`src/logic/rv_isa_defines.svh`:
```
`ifndef RV_ISA_DEFINES_SVH
`define RV_ISA_DEFINES_SVH

// ##############################
// widths
`define XLEN   32
`define REG_AW 5
`define CSR_AW 12

// ##############################
// instruction field positions
`define OPC_MSB    6
`define OPC_LSB    0
`define RD_MSB     11
`define RD_LSB     7
`define F3_MSB     14
`define F3_LSB     12
`define RS1_MSB    19
`define RS1_LSB    15
`define RS2_MSB    24
`define RS2_LSB    20
`define F7_MSB     31
`define F7_LSB     25
`define IMM_I_MSB  31
`define IMM_I_LSB  20
`define IMM_U_LSB  12

// ##############################
// system encodings
`define FUNCT12_ECALL 12'h000
`define FUNCT12_MRET  12'h302
`define CSR_MEPC      12'h341
`define CSR_MTVEC     12'h305
`define CSR_MCAUSE    12'h342
`define CAUSE_ECALL   32'd11

`endif

```
`src/logic/rv_isa_pkg.sv`:
```
`default_nettype none

package rv_isa_pkg;

    // the major opcode sits in bits 6:0 of the instruction.
    typedef enum logic [6:0] {
        OPC_OP     = 7'b0110011,
        OPC_OP_IMM = 7'b0010011,
        OPC_LUI    = 7'b0110111,
        OPC_SYSTEM = 7'b1110011
    } opcode_e;

    typedef enum logic [2:0] {
        FMT_NONE = 3'd0,
        FMT_R    = 3'd1,
        FMT_I    = 3'd2,
        FMT_U    = 3'd3
    } inst_fmt_e;

endpackage

`default_nettype wire

```
`src/logic/rv_ctrl_pkg.sv`:
```
`default_nettype none

package rv_ctrl_pkg;

    typedef enum logic [2:0] {
        ALU_ADD    = 3'd0,
        ALU_SUB    = 3'd1,
        ALU_AND    = 3'd2,
        ALU_OR     = 3'd3,
        ALU_XOR    = 3'd4,
        ALU_SLT    = 3'd5,
        ALU_PASS_B = 3'd6
    } alu_op_e;

    typedef enum logic [1:0] {
        CSR_NONE  = 2'd0,
        CSR_WRITE = 2'd1,
        CSR_SET   = 2'd2
    } csr_op_e;

    typedef enum logic [1:0] {
        SYS_NONE  = 2'd0,
        SYS_ECALL = 2'd1,
        SYS_MRET  = 2'd2
    } sys_op_e;

endpackage

`default_nettype wire

```
`src/logic/idu.sv`:
```
`timescale 1ns/1ps
`default_nettype none
`include "rv_isa_defines.svh"

module idu import rv_isa_pkg::*, rv_ctrl_pkg::*; (
    input  logic               clk,
    input  logic               rst,
    input  logic               inst_valid,
    input  logic [`XLEN-1:0]   inst,
    input  logic [`XLEN-1:0]   pc,
    output logic               inst_ready,
    input  logic               exu_ready,
    output logic               dec_valid,
    output logic [`REG_AW-1:0] rs1,
    output logic [`REG_AW-1:0] rs2,
    output logic [`REG_AW-1:0] rd,
    output logic               reg_we,
    output logic               use_imm,
    output logic [`XLEN-1:0]   imm,
    output logic [`XLEN-1:0]   pc_q,
    output alu_op_e            alu_op,
    output csr_op_e            csr_op,
    output sys_op_e            sys_op,
    output logic [`CSR_AW-1:0] csr_addr
);

    logic [`XLEN-1:0] inst_q;
    logic             accept;
    logic             exu_fire;
    logic [2:0]       funct3;
    logic [6:0]       funct7;
    opcode_e          opcode;
    inst_fmt_e        fmt;

    assign accept   = inst_valid && inst_ready;
    assign exu_fire = dec_valid && exu_ready;

    // ##############################
    // one-entry handshake
    always_ff @(posedge clk) begin
        if (rst) begin
            inst_ready <= 1'b1;
        end else if (accept) begin
            inst_ready <= 1'b0;
        end else if (exu_fire) begin
            inst_ready <= 1'b1;
        end
    end

    always_ff @(posedge clk) begin
        if (rst) begin
            dec_valid <= 1'b0;
        end else if (exu_fire) begin
            dec_valid <= 1'b0;
        end else if (accept) begin
            dec_valid <= 1'b1;
        end
    end

    always_ff @(posedge clk) begin
        if (accept) begin
            inst_q <= inst;
            pc_q   <= pc;
        end
    end

    // ##############################
    // field extraction
    assign opcode   = opcode_e'(inst_q[`OPC_MSB:`OPC_LSB]);
    assign funct3   = inst_q[`F3_MSB:`F3_LSB];
    assign funct7   = inst_q[`F7_MSB:`F7_LSB];
    assign rs1      = inst_q[`RS1_MSB:`RS1_LSB];
    assign rs2      = inst_q[`RS2_MSB:`RS2_LSB];
    assign rd       = inst_q[`RD_MSB:`RD_LSB];
    assign csr_addr = inst_q[`IMM_I_MSB:`IMM_I_LSB];

    always_comb begin
        alu_op  = ALU_PASS_B;
        csr_op  = CSR_NONE;
        sys_op  = SYS_NONE;
        reg_we  = 1'b0;
        use_imm = 1'b1; // with no format the immediate is zero, so PASS_B yields zero.
        fmt     = FMT_NONE;
        case (opcode)
            OPC_OP: begin
                fmt     = FMT_R;
                reg_we  = 1'b1;
                use_imm = 1'b0;
                case ({funct7, funct3})
                    {7'h00, 3'b000}: alu_op = ALU_ADD;
                    {7'h20, 3'b000}: alu_op = ALU_SUB;
                    {7'h00, 3'b111}: alu_op = ALU_AND;
                    {7'h00, 3'b110}: alu_op = ALU_OR;
                    {7'h00, 3'b100}: alu_op = ALU_XOR;
                    {7'h00, 3'b010}: alu_op = ALU_SLT;
                    default: begin
                        reg_we  = 1'b0;
                        use_imm = 1'b1;
                    end
                endcase
            end
            OPC_OP_IMM: begin
                fmt    = FMT_I;
                reg_we = 1'b1;
                case (funct3)
                    3'b000:  alu_op = ALU_ADD;
                    3'b111:  alu_op = ALU_AND;
                    3'b110:  alu_op = ALU_OR;
                    3'b100:  alu_op = ALU_XOR;
                    default: reg_we = 1'b0;
                endcase
            end
            OPC_LUI: begin
                fmt    = FMT_U;
                reg_we = 1'b1;
            end
            OPC_SYSTEM: begin
                case (funct3)
                    3'b001: begin
                        csr_op = CSR_WRITE;
                        reg_we = 1'b1;
                    end
                    3'b010: begin
                        csr_op = CSR_SET;
                        reg_we = 1'b1;
                    end
                    3'b000: begin
                        if (csr_addr == `FUNCT12_ECALL) begin
                            sys_op = SYS_ECALL;
                        end else if (csr_addr == `FUNCT12_MRET) begin
                            sys_op = SYS_MRET;
                        end
                    end
                    default: ;
                endcase
            end
            default: ;
        endcase
    end

    always_comb begin
        case (fmt)
            FMT_I:   imm = {{(`XLEN-12){inst_q[`IMM_I_MSB]}}, inst_q[`IMM_I_MSB:`IMM_I_LSB]};
            FMT_U:   imm = {inst_q[`XLEN-1:`IMM_U_LSB], {`IMM_U_LSB{1'b0}}};
            default: imm = '0;
        endcase
    end

endmodule

`default_nettype wire

```
`src/logic/gpr_file.sv`:
```
`timescale 1ns/1ps
`default_nettype none
`include "rv_isa_defines.svh"

module gpr_file (
    input  logic               clk,
    input  logic               rst,
    input  logic [`REG_AW-1:0] rs1,
    input  logic [`REG_AW-1:0] rs2,
    output logic [`XLEN-1:0]   src1,
    output logic [`XLEN-1:0]   src2,
    input  logic               gpr_we,
    input  logic [`REG_AW-1:0] gpr_waddr,
    input  logic [`XLEN-1:0]   gpr_wdata
);

    logic [`XLEN-1:0] regs [0:(1<<`REG_AW)-1];

    always_ff @(posedge clk) begin
        if (rst) begin
            for (int i = 0; i < (1 << `REG_AW); i++) begin
                regs[i] <= '0;
            end
        end else if (gpr_we && (gpr_waddr != '0)) begin
            regs[gpr_waddr] <= gpr_wdata; // x0 is never written, so it stays zero.
        end
    end

    assign src1 = regs[rs1];
    assign src2 = regs[rs2];

endmodule

`default_nettype wire

```
`src/logic/csr_file.sv`:
```
`timescale 1ns/1ps
`default_nettype none
`include "rv_isa_defines.svh"

module csr_file import rv_ctrl_pkg::*; (
    input  logic               clk,
    input  logic               rst,
    input  logic [`CSR_AW-1:0] csr_addr,
    output logic [`XLEN-1:0]   csr_rdata,
    input  logic               csr_we,
    input  csr_op_e            csr_op,
    input  logic [`XLEN-1:0]   csr_src,
    input  logic               trap_en,
    input  logic [`XLEN-1:0]   trap_pc,
    output logic [`XLEN-1:0]   mepc,
    output logic [`XLEN-1:0]   mtvec
);

    logic [`XLEN-1:0] mcause;
    logic [`XLEN-1:0] wdata;

    always_comb begin
        case (csr_addr)
            `CSR_MEPC:   csr_rdata = mepc;
            `CSR_MTVEC:  csr_rdata = mtvec;
            `CSR_MCAUSE: csr_rdata = mcause;
            default:     csr_rdata = '0; // unknown addresses read as zero.
        endcase
    end

    assign wdata = (csr_op == CSR_SET) ? (csr_rdata | csr_src) : csr_src;

    always_ff @(posedge clk) begin
        if (rst) begin
            mepc   <= '0;
            mtvec  <= '0;
            mcause <= '0;
        end else if (trap_en) begin
            mepc   <= trap_pc;
            mcause <= `CAUSE_ECALL;
        end else if (csr_we) begin
            case (csr_addr)
                `CSR_MEPC:   mepc   <= wdata;
                `CSR_MTVEC:  mtvec  <= wdata;
                `CSR_MCAUSE: mcause <= wdata;
                default: ;
            endcase
        end
    end

endmodule

`default_nettype wire

```
`src/logic/exu.sv`:
```
`timescale 1ns/1ps
`default_nettype none
`include "rv_isa_defines.svh"

module exu import rv_ctrl_pkg::*; (
    input  logic               clk,
    input  logic               rst,
    input  logic               dec_valid,
    output logic               exu_ready,
    input  alu_op_e            alu_op,
    input  csr_op_e            csr_op,
    input  sys_op_e            sys_op,
    input  logic [`REG_AW-1:0] rd,
    input  logic               reg_we,
    input  logic               use_imm,
    input  logic [`XLEN-1:0]   imm,
    input  logic [`XLEN-1:0]   pc_q,
    input  logic [`XLEN-1:0]   src1,
    input  logic [`XLEN-1:0]   src2,
    input  logic [`XLEN-1:0]   csr_rdata,
    input  logic [`XLEN-1:0]   mepc,
    input  logic [`XLEN-1:0]   mtvec,
    output logic               gpr_we,
    output logic               csr_we,
    output logic               trap_en,
    output logic [`REG_AW-1:0] gpr_waddr,
    output logic [`XLEN-1:0]   gpr_wdata,
    output logic               wb_valid,
    input  logic               wb_ready,
    output logic [`REG_AW-1:0] wb_rd,
    output logic               wb_we,
    output logic               wb_redirect,
    output logic [`XLEN-1:0]   wb_data,
    output logic [`XLEN-1:0]   wb_next_pc
);

    logic             exu_fire;
    logic [`XLEN-1:0] op_b;
    logic [`XLEN-1:0] alu_out;
    logic [`XLEN-1:0] result;
    logic [`XLEN-1:0] next_pc;

    assign exu_ready = !wb_valid || wb_ready; // free, or being drained this cycle.
    assign exu_fire  = dec_valid && exu_ready;
    assign op_b      = use_imm ? imm : src2;

    always_comb begin
        case (alu_op)
            ALU_ADD: alu_out = src1 + op_b;
            ALU_SUB: alu_out = src1 - op_b;
            ALU_AND: alu_out = src1 & op_b;
            ALU_OR:  alu_out = src1 | op_b;
            ALU_XOR: alu_out = src1 ^ op_b;
            ALU_SLT: alu_out = {{(`XLEN-1){1'b0}}, $signed(src1) < $signed(op_b)};
            default: alu_out = op_b;
        endcase
    end

    assign result = (csr_op != CSR_NONE) ? csr_rdata : alu_out; // csr ops return the old value.

    always_comb begin
        case (sys_op)
            SYS_ECALL: next_pc = mtvec;
            SYS_MRET:  next_pc = mepc;
            default:   next_pc = pc_q + `XLEN'd4;
        endcase
    end

    assign gpr_we    = exu_fire && reg_we;
    assign gpr_waddr = rd;
    assign gpr_wdata = result;
    assign csr_we    = exu_fire && (csr_op != CSR_NONE);
    assign trap_en   = exu_fire && (sys_op == SYS_ECALL);

    // ##############################
    // writeback result register
    always_ff @(posedge clk) begin
        if (rst) begin
            wb_valid <= 1'b0;
        end else if (exu_fire) begin
            wb_valid <= 1'b1;
        end else if (wb_ready) begin
            wb_valid <= 1'b0;
        end
    end

    always_ff @(posedge clk) begin
        if (exu_fire) begin
            wb_rd       <= rd;
            wb_we       <= reg_we;
            wb_data     <= result;
            wb_redirect <= (sys_op != SYS_NONE);
            wb_next_pc  <= next_pc;
        end
    end

endmodule

`default_nettype wire

```
`src/logic/core_slice_top.sv`:
```
`timescale 1ns/1ps
`default_nettype none
`include "rv_isa_defines.svh"

module core_slice_top import rv_ctrl_pkg::*; (
    input  logic               clk,
    input  logic               rst,
    input  logic               inst_valid,
    output logic               inst_ready,
    input  logic [`XLEN-1:0]   inst,
    input  logic [`XLEN-1:0]   pc,
    output logic               wb_valid,
    input  logic               wb_ready,
    output logic [`REG_AW-1:0] wb_rd,
    output logic               wb_we,
    output logic [`XLEN-1:0]   wb_data,
    output logic               wb_redirect,
    output logic [`XLEN-1:0]   wb_next_pc
);

    // decode to execute.
    logic               dec_valid;
    logic               exu_ready;
    logic [`REG_AW-1:0] rs1;
    logic [`REG_AW-1:0] rs2;
    logic [`REG_AW-1:0] rd;
    logic               reg_we;
    logic               use_imm;
    logic [`XLEN-1:0]   imm;
    logic [`XLEN-1:0]   pc_q;
    alu_op_e            alu_op;
    csr_op_e            csr_op;
    sys_op_e            sys_op;
    logic [`CSR_AW-1:0] csr_addr;
    logic [`XLEN-1:0]   src1;
    logic [`XLEN-1:0]   src2;

    // register file and csr traffic.
    logic               gpr_we;
    logic [`REG_AW-1:0] gpr_waddr;
    logic [`XLEN-1:0]   gpr_wdata;
    logic               csr_we;
    logic               trap_en;
    logic [`XLEN-1:0]   csr_rdata;
    logic [`XLEN-1:0]   mepc;
    logic [`XLEN-1:0]   mtvec;

    idu u_idu (.*);

    gpr_file u_gpr_file (.*);

    csr_file u_csr_file (
        .*,
        .csr_src (src1), // the csr source operand is rs1.
        .trap_pc (pc_q)
    );

    exu u_exu (.*);

endmodule

`default_nettype wire

```
`config.mk`:
```
export PLATFORM = sky130hd
export DESIGN_NAME = core_slice_top
export DESIGN_NICKNAME = d
export VERILOG_FILES = /design/src/logic/rv_isa_pkg.sv /design/src/logic/rv_ctrl_pkg.sv /design/src/logic/idu.sv /design/src/logic/gpr_file.sv /design/src/logic/csr_file.sv /design/src/logic/exu.sv /design/src/logic/core_slice_top.sv
export VERILOG_INCLUDE_DIRS = /design/src /design/src/logic
export SDC_FILE = /design/constraint.sdc
export NUM_CORES = 2
export LEC_CHECK = 0
export ABC_AREA = 0
export CAP_MARGIN = 10
export CORE_ASPECT_RATIO = 0.7
export CORE_MARGIN = 2
export CORE_UTILIZATION = 33
export DETAILED_ROUTE_END_ITERATION = 10
export DONT_BUFFER_PORTS = 1
export HOLD_SLACK_MARGIN = 0.06
export SYNTH_ARGS = -nofsm -noshare
export SYNTH_HDL_FRONTEND = slang
export SYNTH_SLANG_ARGS = --single-unit
```
`constraint.sdc`:
```
create_clock -name clk -period 8.4 [get_ports clk]
set_input_delay 0.84 -clock clk [delete_from_list [all_inputs] [get_ports clk]]
set_output_delay 0.84 -clock clk [all_outputs]
set_load 0.01 [all_outputs]
```
# [Word-level counts from Yosys, hierarchy flattened]
# Memories as Yosys holds them, arrays and structs flattened. A register that Yosys moved wholly into a read port is not among the register bits.
# Index checks and enable logic that the tools add are counted.
[totals] reg_bits=234 latchBits=0 ramBits=1024 mem_bits_ro=0 in_bits=68 output_inout_bits=73 word_cells=125 n_memories=1
[mem_list] memory="u_gpr_file.regs" words=32 word_bits=32 rd=2 rd_ports_with_merged_regs=2 wr=32 line="gpr_file.sv:17" text="logic [`XLEN-1:0] regs [0:(1<<`REG_AW)-1];"
[op_classes] addsub=3 multipliers=0 div=0 order_cmp=1 n_eq_ne=28 shift=0 n_mux=43 bitwise_logic=5 n_reduce_logical=30
[op_table] cell="$mux W32" n=7
[op_table] cell="$pmux W32 S6" n=1
[op_table] cell="$pmux W32 S2" n=2
[op_table] cell="$pmux W32 S3" n=1
[op_table] cell="$or A32 B32 Y32" n=2
[op_table] cell="$eq A12 B10 Y1 const B" n=4
[op_table] cell="$add A32 B3 Y32 const B" n=1
[op_table] cell="$add A32 B32 Y32" n=1
[op_table] cell="$and A32 B32 Y32" n=1
[op_table] cell="$lt A32 B32 Y1" n=1
[op_table] cell="$reduce_or A32 Y1" n=1
[op_table] cell="$sub A32 B32 Y32" n=1
[op_table] cell="$xor A32 B32 Y32" n=1
[op_table] cell="$eq A10 B3 Y1 const B" n=3
[op_table] cell="$pmux W3 S6" n=1
[op_table] cell="$eq A3 B3 Y1 const B" n=5
[op_table] cell="$mux W1" n=15
[op_table] cell="$mux W5" n=3
[op_table] cell="$eq A7 B6 Y1 const B" n=2
[op_table] cell="$reduce_bool A2 Y1" n=7
[op_table] cell="$logic_not A12 Y1" n=1
[op_table] cell="$mux W4" n=3
[op_table] cell="$pmux W3 S4" n=1
[op_table] cell="$eq A10 B2 Y1 const B" n=1
[op_table] cell="24 further kinds" n=44

# [Logic depth before layout (Yosys ltp)]
[logic_depth] word_depth=11 ltp_mapped=22 depth_no_buf=18

# [Hierarchy]
# Synthesis repeated with hierarchy kept, for this count alone.
[hier_totals] cells_unflattened=6519 area_unflattened_um2=73093.9
[by_module_without_submodules] module="gpr_file" n_inst=1 cells_per_inst=4605 area_each_um2=55951.2 seq_area_each_um2=30749.5
[by_module_without_submodules] module="exu" n_inst=1 cells_per_inst=1200 area_each_um2=9461.6 seq_area_each_um2=2152.1
[by_module_without_submodules] module="csr_file" n_inst=1 cells_per_inst=529 area_each_um2=4901.0 seq_area_each_um2=1921.8
[by_module_without_submodules] module="idu" n_inst=1 cells_per_inst=185 area_each_um2=2780.2 seq_area_each_um2=1961.9

# [Least setup slack after synthesis]
# OpenSTA, ideal clock, no wires.
[synth_path] path_kind="register -> register" start="register (tool-made name)" end="memory u_gpr_file.regs[10][31] (netlist name) (data pin)" setup_ns=0.270 t_arrival_ns=5.232 required_ns=8.130 setup_slack_ns=2.897 path_stages_with_launch=19 path_buffers=4 period_less_slack_ns=5.503 path_cell_list="dfxtp_1 clkbuf_1 clkbuf_1 buf_1 mux4_2 mux4_2 mux2i_1 inv_1 ha_1 o21bai_1 o211ai_1 a21o_1 o31ai_2 a21oi_1 o21ai_1 mux2i_1 o31ai_1 clkbuf_1 a21oi_1"
[synth_lines] item="to (decl)" line="gpr_file.sv:17"

==> impl_metrics.tcl <==
set metrics [dict create \
    status "finished, final reports clean" \
    drc 0 \
    num_rows 140 \
    p_per_area_nw_per_um2 202.5 \
    wl_per_cell_um 34.67 \
    min_path_cells 0 \
    cts_root_buffer "clkbuf_16" \
    top_layer "met5" \
    synth_cell_type_count 102 \
    ys_async_sr_fraction_pct 0 \
    synth_seq_area_share_pct 53.17 \
    cts_made_buffers 119 \
    wirelength_met1_um 111300 \
    worstPathArrival_ns 7.87 \
    grt_pass1_vias 48647 \
    min_path_type "input port to flip-flop" \
    rsz0062_at_grt "false" \
    min_period_ns 7.396 \
    worst_slew_pin_slew_ns 1.402 \
    post-route-period-util_pct 88.04 \
    path_clk_slew_ns 0.07 \
    drv_slew 0 \
    post-cts-setup-buffers 0 \
    timing.slew.headroom_pct 6.209 \
    cp_max_fo 47 \
    dr.first_iter.drc_count 9640 \
    ir_drop_uv 173.5 \
    synthCells 5307 \
    yosys_warnings 0 \
    critPathCaptureType "flip-flop" \
    yosys_register_bits 1268 \
    htreeDepth 3 \
    fillers 19838 \
    ys.flop_type "edfxtp_1" \
    p_sw_w 0.004521 \
    final_common_cell "edfxtp_1" \
    reg2reg_depth 19 \
    grt_util_all_layers_pct 25.35 \
    p_leak_nw 25.22 \
    dr.pass1.iters 6 \
    syn_area_per_cell_um2 13.11 \
    grt_pass1_wl_um 386400 \
    seq_area_um2 37020 \
    area_growth_pct 10.66 \
    port_buffers 0 \
    finalSetupTns_ns 0 \
    post_cts_resized 0 \
    fin_cells 8046 \
    overflow 0 \
    drive_above_1_share_pct 23.72 \
    wirelength_um 278900 \
    met2_length_um 115000 \
    core_area_um2 208800 \
    clk_latency_ns 0.78 \
    yosysTopAreaCellShare_pct 50.03 \
    start_util_pct 33.31 \
    finalSetupViolCount 0 \
    p_int_w 0.01106 \
    hold_start "inst[24]" \
    clock_skew_ns 0.03218 \
    ant_nets 0 \
    vias_per_cell 6.361 \
    cts.sinks 1268 \
    synth_top_area_cell "edfxtp_1" \
    vias 51183 \
    synth-edff-count 1159 \
    grt_max_degree 138 \
    multiInputGateArea_um2 30310 \
    pwr-share-comb_pct 17.9 \
    dieWidth_um 552.8 \
    antenna_found_initial 16 \
    nets 5348 \
    pwr-share-clk_pct 34.9 \
    p_seq_share_pct 47.2 \
    startpoint_type "flip-flop" \
    synthTopCellsByArea "edfxtp_1, mux4_2, nor2_1, dfxtp_1, a21oi_1" \
    cts_tree "yes" \
    fin_util_pct 36.86 \
    drv_cap 0 \
    syn_area_um2 69560 \
    dp_cells 7821 \
    globalplace.congestion 0.9802 \
    ioPinCount 141 \
    hpwl_um 179300 \
    fp.dieH_um 388.1 \
    criticalPathCategory "flip-flop to flip-flop" \
    hold_violations 0 \
    die_area_um2 214500 \
    required_ns 8.88 \
    final_cell_mix "edfxtp_1, nor2_1, mux4_2" \
    fmax_ghz 0.1352 \
    ctsHoldBuffers 0 \
    power_switching_share_pct 29.01 \
    wl_met3_um 42540 \
    fin_hold_ws_ns 0.1613 \
    cts_buffer_depth 3 \
]
==> Yosys cell counts (all sizes together) (11+ instances only) <==
master	count
a211oi	77
a21o	32
a21oi	389
a221oi	61
a222oi	28
a22oi	11
a31oi	16
and3	23
buf	311
clkbuf	207
dfxtp	109
edfxtp	1159
ha	104
inv	130
mux2	21
mux2i	64
mux4	635
nand2	274
nand2b	52
nand3	49
nor2	1046
nor2b	15
nor3	103
nor4	14
o211ai	26
o21ai	84
o21bai	15
o22ai	18
o31ai	12
or3	15
xnor2	26
xor2	21
==> per-layer routing <==
layer / global-route usage (%) / vias to the layer above
li1: - / 20076
met1: 36.77 / 26376
met2: 35.24 / 4151
met3: 8.820 / 562
met4: 7.892 / 18
met5: 0.1110 / -
==> state kept, by name, summed over array words and instances (netlist names), named ones only <==
register	count
u_csr_file.mcause	32
u_csr_file.mepc	32
u_csr_file.mtvec	32
u_exu.wb_data	32
u_exu.wb_next_pc	32
u_exu.wb_rd	5
u_exu.wb_redirect	1
u_exu.wb_valid	1
u_exu.wb_we	1
u_gpr_file.regs	1024
u_idu.dec_valid	1
u_idu.inst_q	32
u_idu.inst_ready	1
u_idu.pc_q	32
==> critical path, stage by stage, from the launching register on <==
cell     delay [ns]
dfxtp_4        0.80
buf_12         0.28
buf_12         0.34
buf_12         0.43
mux4_2         0.58
mux4_2         0.50
mux2i_1        0.26
a21o_1         0.26
inv_1          0.07
ha_1           0.39
nor4_1         0.44
nand2_1        0.18
nor2_1         0.12
nand3_1        0.25
nor3_1         0.52
o21ai_0        0.19
a31oi_1        0.58
o22a_1         0.23
buf_4          0.35
a21oi_1        0.12
==> through the flow <==
stage	power, W	setup slack (ns)	area, µm²
2_1_floorplan	0.009149	2.897	69680
3_3_place_gp	0.01019	1.175	73210
3_5_place_dp	0.01020	1.161	73210
4_1_cts	0.01554	1.146	76950
5_1_grt	0.01596	0.6164	76970
6_report	0.01558	1.004	76970
==> final cells by class <==
| type | count | area share (%) |
|---|---|---|
| diodes | 3 | 0.009753 |
| clock buffers | 140 | 3.999 |
| clock inverters | 81 | 0.8501 |
| inverters | 130 | 0.6388 |
| multi-input cells | 3422 | 39.37 |
| flip-flops and latches | 1268 | 48.09 |
| well taps | 2769 | 4.501 |
| repair buffers | 233 | 2.533 |
==> logic make-up after synthesis <==
kind of cell / count (synthesis) / synth area share (%)
compound gates: 871 / 8.254
xor+xnor: 47 / 0.5918
fa+ha+maj: 106 / 1.928
buf+inv: 648 / 4.031
flops: 1268 / 53.17
mux: 720 / 21.82
other cells: 1 / 0.005391
simple gates: 1646 / 10.20
==> worst paths after layout <==
path,slack (ns),end
setup / recovery,1.00,u_gpr_file.regs[1][30]$_SDFFCE_PN0P_
hold / removal,0.16,u_idu.inst_q[24]$_DFFE_PP_
setup reg to reg,1.00,u_gpr_file.regs[1][30]$_SDFFCE_PN0P_
hold reg to reg,0.48,u_exu.wb_valid$_SDFFE_PP0P_
==> power by group through the flow <==
| stage | clock network [W] | registers [W] | logic [W] |
|---|---|---|---|
| 2_1_floorplan | 0 | 0.00734 | 0.00181 |
| 3_5_place_dp | 0 | 0.00749 | 0.00271 |
| 3_3_place_gp | 0 | 0.00747 | 0.00271 |
| 4_1_cts | 0.00547 | 0.00735 | 0.00272 |
| 6_report | 0.00544 | 0.00736 | 0.00279 |
| 5_1_grt | 0.00570 | 0.00738 | 0.00288 |
Note: power is estimated with default switching activity, not from simulation.
